--- src/srom_pkg.sv ---
package srom_pkg;

	// ------------------------------
	// Address and command constants
	// ------------------------------

	// Byte address width shared by flash and PSRAM
	localparam int ADDR_W = 22;

	// Flash command bytes
	localparam logic [7:0] CMD_RSTEN = 8'h66;
	localparam logic [7:0] CMD_RST   = 8'h99;
	localparam logic [7:0] CMD_READ  = 8'h03;

	// ------------------------------
	// Port bundles
	// ------------------------------

	// Host request, one byte per strobe
	typedef struct packed {
		logic        n_cs;
		logic        rd;
		logic        wr;
		logic [7:0]  wdata;
	} host_req_t;

	// Host response, rdata only meaningful with rdata_en
	typedef struct packed {
		logic        busy;
		logic [7:0]  rdata;
		logic        rdata_en;
	} host_resp_t;

	// Flash output pins, cs active low
	typedef struct packed {
		logic        cs;
		logic        sclk;
		logic        mosi;
	} spi_pins_t;

	// One PSRAM write request
	typedef struct packed {
		logic              wr;
		logic [ADDR_W-1:0] address;
		logic [7:0]        wdata;
	} psram_req_t;

endpackage

--- src/srom_spi_shifter.sv ---
`timescale 1ns/1ps

module srom_spi_shifter (
	input  logic       clk,
	input  logic       n_reset,
	input  logic       start,
	input  logic       capture,
	input  logic [7:0] tx_byte,
	output logic       done,
	output logic [7:0] rx_byte,
	output logic       sclk,
	output logic       mosi,
	input  logic       miso
);
	// Idle, 16 clock phases, final strobe
	localparam logic [4:0] ST_IDLE = 5'd0;
	localparam logic [4:0] ST_FIN  = 5'd17;

	logic [4:0] ff_state;
	logic       ff_sclk;
	logic       ff_capture;
	logic [7:0] ff_tx;
	logic [7:0] ff_rx;
	logic       w_active;

	// Odd states are low phases, even states high phases
	assign w_active = (ff_state != ST_IDLE) && (ff_state != ST_FIN);

	// ------------------------------
	// Phase counter
	// ------------------------------
	always_ff @(posedge clk) begin
		if (!n_reset) begin
			ff_state <= ST_IDLE;
		end else if (ff_state == ST_IDLE) begin
			if (start) begin
				ff_state <= 5'd1;
			end
		end else if (ff_state == ST_FIN) begin
			ff_state <= ST_IDLE;
		end else begin
			ff_state <= ff_state + 5'd1;
		end
	end

	// SCLK high in states 2,4..16, low otherwise (mode 0)
	always_ff @(posedge clk) begin
		if (!n_reset) begin
			ff_sclk <= 1'b0;
		end else begin
			ff_sclk <= w_active ? ~ff_sclk : 1'b0;
		end
	end

	// Direction latched with the start pulse
	always_ff @(posedge clk) begin
		if (!n_reset) begin
			ff_capture <= 1'b0;
		end else if (ff_state == ST_IDLE && start) begin
			ff_capture <= capture;
		end
	end

	// ------------------------------
	// Data shifting
	// ------------------------------

	// MSB first, next bit appears as SCLK falls
	always_ff @(posedge clk) begin
		if (ff_state == ST_IDLE && start) begin
			ff_tx <= tx_byte;
		end else if (w_active && !ff_state[0]) begin
			ff_tx <= {ff_tx[6:0], 1'b0};
		end
	end

	// Sample at the end of each low phase
	always_ff @(posedge clk) begin
		if (ff_capture && w_active && ff_state[0]) begin
			ff_rx <= {ff_rx[6:0], miso};
		end
	end

	assign done    = (ff_state == ST_FIN);
	assign rx_byte = ff_rx;
	assign sclk    = ff_sclk;
	assign mosi    = ff_tx[7];

endmodule

--- src/srom_psram_writer.sv ---
`timescale 1ns/1ps

module srom_psram_writer import srom_pkg::*; #(
	parameter int END_ADDRESS = 'h30_0000 - 1
) (
	input  logic       clk,
	input  logic       n_reset,
	input  logic       load,
	input  logic [7:0] data,
	input  logic       psram_busy,
	output psram_req_t psram,
	output logic       pending,
	output logic       last
);
	logic              ff_wr;
	logic [ADDR_W-1:0] ff_address;
	logic [7:0]        ff_wdata;
	logic              w_accept;

	// PSRAM takes the byte in any cycle it is not busy
	assign w_accept = ff_wr && !psram_busy;

	// ------------------------------
	// Request hold
	// ------------------------------
	always_ff @(posedge clk) begin
		if (!n_reset) begin
			ff_wr <= 1'b0;
		end else if (load) begin
			ff_wr <= 1'b1;
		end else if (w_accept) begin
			ff_wr <= 1'b0;
		end
	end

	always_ff @(posedge clk) begin
		if (load) begin
			ff_wdata <= data;
		end
	end

	// Copy address, only moves on acceptance so it doubles as request address
	always_ff @(posedge clk) begin
		if (!n_reset) begin
			ff_address <= '0;
		end else if (w_accept) begin
			ff_address <= ff_address + 1'b1;
		end
	end

	assign psram   = '{wr: ff_wr, address: ff_address, wdata: ff_wdata};
	assign pending = ff_wr;
	// Byte now being read lands on the final address
	assign last    = (ff_address == ADDR_W'(END_ADDRESS));

endmodule

--- src/srom_sequencer.sv ---
`timescale 1ns/1ps

module srom_sequencer import srom_pkg::*; #(
	parameter int END_ADDRESS = 'h30_0000 - 1,
	parameter int TREADY_WAIT = 1620
) (
	input  logic       clk,
	input  logic       n_reset,
	input  host_req_t  host,
	output host_resp_t resp,
	output logic       initial_busy,
	output logic       cs,
	output logic       start,
	output logic       capture,
	output logic [7:0] tx_byte,
	input  logic       done,
	input  logic [7:0] rx_byte,
	output logic       load,
	output logic [7:0] load_data,
	input  logic       pending,
	input  logic       last
);
	localparam int TIMER_W = $clog2(TREADY_WAIT + 2);

	// Copy would never end past the counter range
	if (END_ADDRESS < 0 || END_ADDRESS >= (1 << ADDR_W)) begin : g_bad_end
		$error("END_ADDRESS outside the copy counter range");
	end

	typedef enum logic [2:0] {
		ST_SETUP, ST_XFER, ST_WAIT, ST_READY, ST_STALL, ST_DRAIN, ST_IDLE
	} state_t;

	// Byte being moved, in boot order
	typedef enum logic [2:0] {
		STEP_RSTEN, STEP_RST, STEP_READ, STEP_ADDR0,
		STEP_ADDR1, STEP_ADDR2, STEP_DATA, STEP_HOST
	} step_t;

	state_t             ff_state;
	step_t              ff_step;
	logic [TIMER_W-1:0] ff_timer;
	logic               ff_cs;
	logic               ff_busy;
	logic               ff_rdata_en;
	logic               ff_host_rd;
	logic [7:0]         ff_host_wdata;
	logic               w_accept;
	logic               w_host_end;

	assign initial_busy = (ff_step != STEP_HOST);
	// Strobe taken only from idle, wr wins over rd
	assign w_accept     = (ff_state == ST_IDLE) && !ff_busy && !initial_busy &&
	                      (host.wr || host.rd);
	assign w_host_end   = (ff_state == ST_WAIT) && (ff_step == STEP_HOST);

	// ------------------------------
	// Main FSM
	// ------------------------------
	always_ff @(posedge clk) begin
		if (!n_reset) begin
			ff_state <= ST_SETUP;
			ff_step  <= STEP_RSTEN;
			ff_timer <= '0;
		end else begin
			case (ff_state)
				ST_SETUP: begin
					ff_state <= ST_XFER;
				end
				ST_XFER: begin
					if (done) begin
						ff_state <= ST_WAIT;
					end
				end
				ST_WAIT: begin
					case (ff_step)
						STEP_RST: begin
							ff_state <= ST_READY;
							ff_step  <= STEP_READ;
							ff_timer <= TIMER_W'(TREADY_WAIT);
						end
						// byte just loaded, stall or finish
						STEP_DATA: begin
							ff_state <= last ? ST_DRAIN : ST_STALL;
						end
						STEP_HOST: begin
							ff_state <= ST_IDLE;
						end
						default: begin
							ff_state <= ST_SETUP;
							ff_step  <= step_t'(ff_step + 3'd1);
						end
					endcase
				end
				// Flash reset recovery
				ST_READY: begin
					if (ff_timer == '0) begin
						ff_state <= ST_SETUP;
					end else begin
						ff_timer <= ff_timer - 1'b1;
					end
				end
				// Back-pressure before the next data byte
				ST_STALL: begin
					if (!pending) begin
						ff_state <= ST_SETUP;
					end
				end
				// Final write must land before boot ends
				ST_DRAIN: begin
					if (!pending) begin
						ff_state <= ST_IDLE;
						ff_step  <= STEP_HOST;
					end
				end
				ST_IDLE: begin
					if (w_accept) begin
						ff_state <= ST_SETUP;
					end
				end
				default: begin
					ff_state <= ST_IDLE;
				end
			endcase
		end
	end

	// ------------------------------
	// Chip select
	// ------------------------------
	always_ff @(posedge clk) begin
		if (!n_reset) begin
			ff_cs <= 1'b1;
		end else if (ff_state == ST_IDLE) begin
			ff_cs <= host.n_cs;
		end else if (ff_state == ST_XFER && done &&
		             (ff_step == STEP_RSTEN || ff_step == STEP_RST)) begin
			// One high cycle closes each reset command
			ff_cs <= 1'b1;
		end else if (ff_step != STEP_HOST &&
		             (ff_state == ST_SETUP || ff_state == ST_WAIT)) begin
			ff_cs <= 1'b0;
		end
	end

	// ------------------------------
	// Host side
	// ------------------------------
	always_ff @(posedge clk) begin
		if (w_accept) begin
			ff_host_rd    <= !host.wr;
			ff_host_wdata <= host.wdata;
		end
	end

	always_ff @(posedge clk) begin
		if (!n_reset) begin
			ff_busy     <= 1'b0;
			ff_rdata_en <= 1'b0;
		end else begin
			if (w_accept) begin
				ff_busy <= 1'b1;
			end else if (w_host_end) begin
				ff_busy <= 1'b0;
			end
			ff_rdata_en <= w_host_end && ff_host_rd;
		end
	end

	// Shifter still holds the received byte here
	assign resp = '{busy: ff_busy, rdata: ff_rdata_en ? rx_byte : 8'h00,
	                rdata_en: ff_rdata_en};

	// ------------------------------
	// Shifter and writer controls
	// ------------------------------
	always_comb begin
		case (ff_step)
			STEP_RSTEN: tx_byte = CMD_RSTEN;
			STEP_RST:   tx_byte = CMD_RST;
			STEP_READ:  tx_byte = CMD_READ;
			STEP_HOST:  tx_byte = ff_host_wdata;
			// address bytes are zero, data phase sends filler
			default:    tx_byte = 8'h00;
		endcase
	end

	assign start     = (ff_state == ST_SETUP);
	assign capture   = (ff_step == STEP_DATA) || (ff_step == STEP_HOST && ff_host_rd);
	assign cs        = ff_cs;
	assign load      = (ff_state == ST_WAIT) && (ff_step == STEP_DATA);
	assign load_data = rx_byte;

endmodule

--- src/srom_top.sv ---
`timescale 1ns/1ps

module srom_top import srom_pkg::*; #(
	parameter int END_ADDRESS = 'h30_0000 - 1,
	parameter int TREADY_WAIT = 1620
) (
	input  logic       clk,
	input  logic       n_reset,
	input  host_req_t  host,
	output host_resp_t resp,
	output logic       initial_busy,
	output spi_pins_t  flash,
	input  logic       miso,
	output psram_req_t psram,
	input  logic       psram_busy
);
	logic       w_cs;
	logic       w_sclk;
	logic       w_mosi;
	logic       w_start;
	logic       w_capture;
	logic [7:0] w_tx_byte;
	logic       w_done;
	logic [7:0] w_rx_byte;
	logic       w_load;
	logic [7:0] w_load_data;
	logic       w_pending;
	logic       w_last;

	// ------------------------------
	// Boot and host control
	// ------------------------------
	srom_sequencer #(
		.END_ADDRESS (END_ADDRESS),
		.TREADY_WAIT (TREADY_WAIT)
	) i_sequencer (
		.clk          (clk),
		.n_reset      (n_reset),
		.host         (host),
		.resp         (resp),
		.initial_busy (initial_busy),
		.cs           (w_cs),
		.start        (w_start),
		.capture      (w_capture),
		.tx_byte      (w_tx_byte),
		.done         (w_done),
		.rx_byte      (w_rx_byte),
		.load         (w_load),
		.load_data    (w_load_data),
		.pending      (w_pending),
		.last         (w_last)
	);

	// Serial byte engine
	srom_spi_shifter i_shifter (
		.clk     (clk),
		.n_reset (n_reset),
		.start   (w_start),
		.capture (w_capture),
		.tx_byte (w_tx_byte),
		.done    (w_done),
		.rx_byte (w_rx_byte),
		.sclk    (w_sclk),
		.mosi    (w_mosi),
		.miso    (miso)
	);

	// PSRAM copy port
	srom_psram_writer #(
		.END_ADDRESS (END_ADDRESS)
	) i_writer (
		.clk        (clk),
		.n_reset    (n_reset),
		.load       (w_load),
		.data       (w_load_data),
		.psram_busy (psram_busy),
		.psram      (psram),
		.pending    (w_pending),
		.last       (w_last)
	);

	assign flash = '{cs: w_cs, sclk: w_sclk, mosi: w_mosi};

endmodule

--- config.mk ---
export PLATFORM = sky130hd
export DESIGN_NAME = srom_top
export DESIGN_NICKNAME = d
export VERILOG_FILES = /design/src/srom_pkg.sv /design/src/srom_spi_shifter.sv /design/src/srom_psram_writer.sv /design/src/srom_sequencer.sv /design/src/srom_top.sv
export SDC_FILE = /design/constraint.sdc
export NUM_CORES = 1
export LEC_CHECK = 0
export BUFFER_PORTS_ARGS = -buffer_cell sky130_fd_sc_hd__buf_2
export CAP_MARGIN = 20
export CORE_UTILIZATION = 35
export CTS_CLUSTER_SIZE = 40
export DETAILED_ROUTE_END_ITERATION = 7
export PLACE_DENSITY = 0.64
export SYNTH_ARGS = -nofsm -noshare
export SYNTH_HDL_FRONTEND = slang
export SYNTH_SLANG_ARGS = --single-unit
--- constraint.sdc ---
create_clock -name clk -period 4.93 [get_ports clk]
set_input_delay 0.493 -clock clk [delete_from_list [all_inputs] [get_ports clk]]
set_output_delay 0.493 -clock clk [all_outputs]
set_load 0.01 [all_outputs]
# Yosys cells after proc, flatten, opt, wreduce, memory -nomap -nowiden
# Cells that the tools add are included.
# W data, S select, Z words.
# totals
romBits	0
latch_bits	0
input_bits	15
out_inout_bits	45
memories	0
register_bits	83
mem_bits_rw	0
wordCells	113
# op_classes
multipliers	0
n_reduce_logical	41
add_sub_neg	4
order_cmp	0
muxes	28
shifts	0
eq_ne	23
div	0
n_bitwise	1
# op_table
cell	count
$pmux W8 S4	1
$mux W8	3
$add A22 B1 Y22 const B	1
$eq A22 B22 Y1 const B	1
$mux W11	2
$pmux W11 S2	1
$pmux W3 S7	1
$mux W3	6
$logic_and A1 B1 Y1	16
$eq A3 B3 Y1 const B	5
$mux W5	3
$pmux W3 S2	2
$logic_not A11 Y1	1
$sub A11 B1 Y11 const B	1
$ne A2 B1 Y1 const B	5
$reduce_bool A2 Y1	5
$eq A3 B2 Y1 const B	3
$pmux W3 S3	1
$mux W1	8
$ne A2 B2 Y1 const B	4
$eq A3 B1 Y1 const B	2
$logic_not A3 Y1	2
$reduce_and A3 Y1	2
$add A5 B1 Y5 const B	1
other kinds (13)	20

# Longest topological paths before layout
# Gate-level depths: netlist (run 1).
# depth
word_depth	6
depth_mapped	6
ltp_nobuf	6

# By module
# From an unflattened synthesis (run 1), not the netlist that was laid out.
# hier_totals
hier_cells	399
hier_area_um2	4087.7
# by_module_without_submodules
module	area_per_inst_um2	cells_each	n_inst	seq_area_each_um2
srom_sequencer	1756.7	199	1	670.6
srom_psram_writer	1355.0	132	1	700.7
srom_spi_shifter	953.4	65	1	620.6
srom_top	22.5	3	1	0.0

# Worst setup path after synthesis (run 1)
# No wires, ideal clock.
# synth_path
path_kind	reg2reg
startpoint	register i_sequencer.ff_step[0]
endpoint	register i_sequencer.ff_host_rd, enable pin
n_path_buf	0
path_slack_ps	2887
stages_incl_launch_ff	6
period_less_slack_ps	2043
setup_ps	376
t_arrival_ps	1667
t_required_ps	4554
path_cell_list	dfxtp_1 -> ha_1 -> ha_1 -> inv_1 -> or3_1 -> nor2_1
# synth_between
elab_chain_len	4
# synth_rtl
element	line	rtl
from (decl)	srom_sequencer.sv:41	step_t ff_step;
from (signal assigned)	srom_sequencer.sv:91	ff_step <= step_t'(ff_step + 3'd1);
$ne A3 B3 Y1	srom_sequencer.sv:51	assign initial_busy = (ff_step != STEP_HOST);
named net initial_busy	srom_top.sv:11	output logic initial_busy,
$logic_not A1 Y1	srom_sequencer.sv:53	assign w_accept = (ff_state == ST_IDLE) && !ff_busy && !initial_busy &&
$logic_and A1 B1 Y1 (2 in a row)	srom_sequencer.sv:53	
named net i_sequencer.w_accept	srom_sequencer.sv:48	logic w_accept;
to (signal assigned)	srom_sequencer.sv:151	ff_host_rd <= !host.wr;
to (decl)	srom_sequencer.sv:46	logic ff_host_rd;
# The timed path passes the listed nets, and every way through them passes these cells.
# A chain may end at the register's enable or synchronous reset.

# Final worst setup path (run 1)
# layout_path
startpoint	register i_sequencer.ff_step[2]
endpoint	register i_sequencer.ff_host_wdata[0], enable pin
# layout_between
elab_chain_len	4
# layout_rtl
element	line	rtl
$ne A3 B3 Y1	srom_sequencer.sv:51	
$logic_not A1 Y1	srom_sequencer.sv:53	
$logic_and A1 B1 Y1 (2 in a row)	srom_sequencer.sv:53	
named net i_sequencer.w_accept	srom_sequencer.sv:48	
to (signal assigned)	srom_sequencer.sv:152	ff_host_wdata <= host.wdata;
to (decl)	srom_sequencer.sv:47	logic [7:0] ff_host_wdata;
# The timed path passes the listed nets, and every way through them passes these cells.

==> results of run 1 <==
## power groups by stage
| stage | clock (mW) | sequential [mW] | combinational [mW] |
|---|---|---|---|
| finish | 0.486 | 0.792 | 0.121 |
| global route | 0.535 | 0.798 | 0.135 |
| CTS | 0.502 | 0.793 | 0.122 |
| detailed placement | 0 | 0.809 | 0.121 |
| global placement | 0 | 0.806 | 0.118 |
| floorplan | 0 | 0.799 | 0.0999 |
## path summary, 6_finish.rpt
check                                                         start                                     end  slack [ns]  depth (start not counted)
worst min-delay path                                        host[6]  i_sequencer.ff_host_wdata[6]$_DFFE_PP_        0.33                          1
worst max register to register  i_sequencer.ff_step[2]$_SDFFE_PN0P_  i_sequencer.ff_host_wdata[0]$_DFFE_PP_        2.34                          4
worst max-delay path            i_sequencer.ff_step[2]$_SDFFE_PN0P_  i_sequencer.ff_host_wdata[0]$_DFFE_PP_        2.34                          4
worst min register to register            i_shifter.sclk$_SDFF_PN0_               i_shifter.sclk$_SDFF_PN0_        0.41                          1
## routing by layer
layer	vias up	part of all wire, %	global-route usage (%)	routed length [µm]
met3	2	4.2	4.012	331
li1	1501	-	-	-
met2	64	47	23.87	3739
met1	1387	48	18.55	3798
met5	-	0	0	0
met4	0	0.63	4.207	50
## cells in the final DEF (no fill, tap or decap), types with 3 or more instances in the layout
cell / instances
a21oi_1: 29
a31oi_1: 7
and2_1: 10
and3_1: 6
and4_1: 3
buf_2: 59
clkbuf_8: 9
dfxtp_1: 50
edfxtp_1: 33
ha_1: 11
inv_1: 11
inv_6: 3
mux2i_1: 4
nand2_1: 29
nand2b_1: 5
nand3_1: 10
nand3b_1: 5
nand4_1: 10
nor2_1: 34
nor3_1: 5
o21ai_0: 20
o31ai_1: 9
or3_1: 10
or4_1: 9
xor2_1: 14
## critical path, delay by kind of cell, from the launching register on
kind | cells | cell delay, ns
adders and majority gates | 1 | 0.51
DFF | 1 | 0.56
buffers and inverters | 1 | 0.15
and+or+nand+nor | 2 | 1.00
## stage by stage
| stage | worst slack (ns) | util (%) | cell area [µm²] |
|---|---|---|---|
| 2_1_floorplan | 2.887 | - | 3847 |
| 3_3_place_gp | 2.454 | 39.95 | 4198 |
| 3_5_place_dp | 2.362 | 39.95 | 4198 |
| 4_1_cts | 2.352 | 41.84 | 4397 |
| 5_1_grt | 2.139 | 41.84 | 4397 |
| 6_report | 2.341 | 41.84 | 4397 |
## Yosys cell counts, types with 2 or more instances
cell / count / area [µm²]
ha_1: 11 / 137.6
or3_1: 10 / 62.56
or4_1: 9 / 67.56
and3_1: 6 / 37.54
buf_4: 7 / 52.55
and4b_1: 2 / 20.02
a21oi_1: 29 / 145.1
clkbuf_1: 8 / 30.03
and4_1: 3 / 26.28
nor3_1: 5 / 25.02
a31oi_1: 7 / 43.79
a211oi_1: 2 / 15.01
nor2b_1: 2 / 12.51
xor2_1: 14 / 122.6
buf_1: 2 / 7.510
inv_1: 11 / 41.29
o21ai_0: 20 / 100.1
edfxtp_1: 33 / 991.0
a2bb2oi_1: 2 / 17.52
nand3_1: 10 / 50.05
nand2b_1: 5 / 31.28
or2_2: 2 / 12.51
mux2i_1: 4 / 40.04
a311o_1: 2 / 20.02
nor2_1: 34 / 127.6
nand3b_1: 5 / 37.54
dfxtp_1: 50 / 1001
xnor2_1: 2 / 17.52
and2b_1: 2 / 15.01
nand2_1: 29 / 108.9
o31ai_1: 9 / 67.56
nor4_1: 2 / 12.51
and2_1: 10 / 62.56
nand4_1: 10 / 62.56
## kinds of logic (layout without fill, tap and decap cells)
family	Yosys count	after routing	share of synthesized area, %
buf+inv	32	87	4.163
flops	83	83	51.77
xor+xnor	16	16	3.642
compound gates	81	81	12.75
fa+ha+maj	11	11	3.577
mux	5	5	1.333
simple gates	156	156	22.76
## sequential cells by signal (all words and copies together) (netlist names)
name,count
i_sequencer.cs,1
i_sequencer.ff_busy,1
i_sequencer.ff_host_rd,1
i_sequencer.ff_host_wdata,8
i_sequencer.ff_rdata_en,1
i_sequencer.ff_state,3
i_sequencer.ff_step,3
i_sequencer.ff_timer,11
i_shifter.ff_capture,1
i_shifter.ff_state,5
i_shifter.ff_tx,8
i_shifter.rx_byte,8
i_shifter.sclk,1
i_writer.ff_address,22
i_writer.ff_wdata,8
i_writer.pending,1
## final cells by class
class | count | area share [%]
clock buffer | 9 | 2.817
sequential | 83 | 45.30
clock inverter | 7 | 1.707
tap | 136 | 3.870
multi-input combinational | 269 | 38.56
inverter | 12 | 1.024
timing repair buffer | 59 | 6.716
==> metrics.txt, run 1 <==
status complete, no violations; worst min path class input port to flop; Clk Latency, worst-skew pair 0.35 ns; Crit Path Category flop to flop; clock power share 34.8%; Iter 0 DRT Violations 189; fin nets 460; unrepaired setup endpoints after global routing no; RD Place Congestion 0.7945; cell area after synthesis 3847 µm²; flops & latches, synth 83; Critical Path Fanout Max 14; critical path data arrival time 2.56 ns; sequential share of the synthesized area 51.77%; Pwr Density 318.2 nW/µm²; fin crit share 52.52%; grt total ovfl 0; Syn-to-layout area delta 14.28%; TritonCTS Buffers 9; CP max-delay cell nor2_1; crit-path cells ha_1 -> inv_1 -> or3_1 -> nor2_1; Initial Util 36.61%; peak supply drop 162.7 µV; multi-input logic area 1695 µm²; Lkg Pwr 1.685 nW; Max-Cap Viols 0; post-layout minimum cycle time 2.589 ns; standard-cell rows 37; CTS tree done; final setup skew 0.01220 ns; Setup-failing EPs final 0; post_cts resized 0; Post-synth EDFFs 33; synth warn 0; number of global-route vias before repair 2743; WP data required 4.90 ns; DRC Markers 0; relative slew slack 42.71%; Synthesized Nets 410; hpwl dp 5646 µm; PortBufs 59; Antenna Cells 0; total negative slack 0 ns; Mapped Avg Cell Area 10.02 µm²; Tot Pwr 1.399 mW; Worst path max stage delay 0.61 ns; global-route usage over all layers 14.50%; logic gate share of total power 8.6%; CP endpoint kind flop; H-tree level count 3; layout cells sized above 1 18.91%; die height 106.8 µm; Flop pwr share 56.6%; clk buf depth 2; slew of the pin with the lowest slew margin 0.8474 ns; Fmax achieved 386.2 MHz; # IOs 60; Net Sw Frac 24.83%; Fin Hold WS 0.3268 ns; final count of hold timing violations 0; # hold bufs at CTS 0; drt via density 5.137; vias 2954; post-DR wirelength/cell 13.77 µm; post-synthesis cell type count 59; Critical Path Source Type flop; Reg area 1992 µm²; initial antenna violation count 0; asr flop ratio synth 0%; clock sink total 83; internal cell power 1.052 mW; first-pass GRT wire length 13100 µm; Sw Pwr 0.3474 mW; post-route ant nets 0; Clock Tree Root clkbuf_8; die area 11420 µm²; Layout Cells excl Fill 575; max-slew violation count 0; # fillers 1028; clock-pin slew on the worst setup and hold paths 0.08 ns; drt total wl 7919 µm; Mapped Cells 384; drt first pass iters 4; dpl cells 559; Synth Flop Type dfxtp_1; buffers inserted by post-CTS timing repair 0; core box area 10510 µm²; Die Wd 106.8 µm; largest net degree at the start of global routing 38
Note: power is estimated with default switching activity, not from simulation.
==> run 2, diff against run 1 <==
==> constraint.sdc (replaced) <==
create_clock -name clk -period 2.7 [get_ports clk]
set_input_delay 0.27 -clock clk [delete_from_list [all_inputs] [get_ports clk]]
set_output_delay 0.27 -clock clk [all_outputs]
set_load 0.01 [all_outputs]
==> metrics.txt, run 2 (synthesis results as in run 1) <==
status complete, no violations; CTS tree done; layout cells sized above 1 19.23%; WP data required 2.69 ns; clock-pin slew on the worst setup and hold paths 0.07 ns; worst reg2reg path depth 2; Post-Layout Inst Area 4438 µm²; most frequent cells in the layout buf_2, dfxtp_1, nor2_1; DRC Markers 0; buffers inserted by post-CTS timing repair 0; core box area 10510 µm²; # IOs 60; Flop pwr share 54.9%; dpl ws 0.7018 ns; post_cts resized 0; Antenna Cells 0; Max-Cap Viols 0; CP max-delay cell dfxtp_1; Crit Path Category flop to flop; Final Util 42.23%; die area 11420 µm²; number of global-route vias before repair 2799; total negative slack 0 ns; drt total wl 7920 µm; max-slew violation count 0; peak supply drop 248.8 µV; initial antenna violation count 0; Reg area 1992 µm²; relative slew slack 56.54%; Worst path max stage delay 0.56 ns; RR Endpoint i_writer.ff_wdata[7]$_DFFE_PP_; Hold EP i_sequencer.ff_host_wdata[3]$_DFFE_PP_; Worst R2R Start i_sequencer.ff_state[1]$_SDFFE_PN0P_; post-DR wirelength/cell 13.70 µm; # hold bufs at CTS 0; RD Place Congestion 0.7816; Iter 0 DRT Violations 187; Top Registers i_writer.ff_address: 22 flops, i_sequencer.ff_timer: 11 flops; Pwr Density 595.2 nW/µm²; standard-cell rows 37; fin crit share 73.65%; CP top delay family simple AND/OR/NAND/NOR gates; dpl cells 562; TritonCTS Buffers 9; CP endpoint kind flop; fin nets 463; setup ws final 0.7115 ns; largest net degree at the start of global routing 38; Die Wd 106.8 µm; Fmax achieved 502.9 MHz; Initial Util 36.61%; PortBufs 59; internal cell power 2.035 mW; FF-to-FF setup slack 0.71 ns; post-route ant nets 0; clk buf depth 2; HP Start host[3]; placed cell area 4220 µm²; Net Sw Frac 22.95%; unrepaired setup endpoints after global routing no; critical path data arrival time 1.98 ns; global-route usage over all layers 14.97%; clock power share 36.6%; post-layout minimum cycle time 1.988 ns; most common cell after layout, fill and taps aside buf_2; Layout Cells excl Fill 578; Syn-to-layout area delta 15.35%; grt total ovfl 0; Top reg by flops i_writer.ff_address; H-tree level count 3; final setup skew 0.01179 ns; clock sink total 83; Lkg Pwr 1.714 nW; die height 106.8 µm; Min-Delay Path Depth 1; Clock Tree Root clkbuf_8; Critical Path Fanout Max 14; worst min path class input port to flop; vias 2998; CP bufs+invs 0; drt first pass iters 4; multi-input logic area 1695 µm²; drt via density 5.187; Tot Pwr 2.641 mW; hpwl dp 5522 µm; Clk Latency, worst-skew pair 0.35 ns; # fillers 1032; max FFs per register 22; slew of the pin with the lowest slew margin 0.6509 ns; Fin Hold WS 0.09847 ns; first-pass GRT wire length 13480 µm; final count of hold timing violations 0; crit-path cells nor3b_1 -> and3_1; Sw Pwr 0.6061 mW; Setup-failing EPs final 0; Critical Path Source Type flop; logic gate share of total power 8.5%
-- run 2: cell type report --
cell class              instances  area share [%]
inverters                      12           1.015
well taps                     136           3.834
clock buffers                  11           3.186
multi-input cells             269           38.20
clock inverters                 5           1.720
flip-flops and latches         83           44.88
repair buffers                 62           7.161
-- run 2: how the worst max path moves through the flow --
stage                                          from                                      to  depth (start not counted)  slack (ns)
2_1_floorplan   i_sequencer.ff_step[0]$_SDFFE_PN0P_        i_sequencer.ff_host_rd$_DFFE_PP_                          5        0.66
4_1_cts        i_sequencer.ff_state[1]$_SDFFE_PN0P_          i_writer.ff_wdata[7]$_DFFE_PP_                          2        0.69
5_1_grt        i_sequencer.ff_state[2]$_SDFFE_PN0P_            i_shifter.ff_tx[5]$_DFFE_PP_                          3        0.56
3_3_place_gp    i_sequencer.ff_step[2]$_SDFFE_PN0P_  i_sequencer.ff_host_wdata[4]$_DFFE_PP_                          5        0.80
6_report       i_sequencer.ff_state[1]$_SDFFE_PN0P_          i_writer.ff_wdata[7]$_DFFE_PP_                          2        0.71
3_5_place_dp   i_sequencer.ff_state[1]$_SDFFE_PN0P_          i_writer.ff_wdata[1]$_DFFE_PP_                          2        0.70
-- run 2: power groups by stage --
stage                     combinational, mW  sequential [mW]  clock (mW)
after floorplan                       0.182             1.46           0
after global placement                0.223             1.47           0
after detailed placement              0.226             1.48           0
after CTS                             0.227             1.45        1.00
after global routing                  0.259             1.46        1.06
final                                 0.225             1.45       0.968
-- run 2: metal layers --
metal | wire, µm | up-vias | global-route usage, %
li1 | - | 1503 | -
met1 | 3949 | 1420 | 20.00
met2 | 3567 | 67 | 22.49
met3 | 302 | 8 | 4.316
met4 | 100 | 0 | 6.458
met5 | 0 | - | 0
-- run 2: worst register-to-register path: stages (launching register included) --
cell,delay [ns]
dfxtp_1,0.56
nor3b_1,0.52
and3_1,0.55
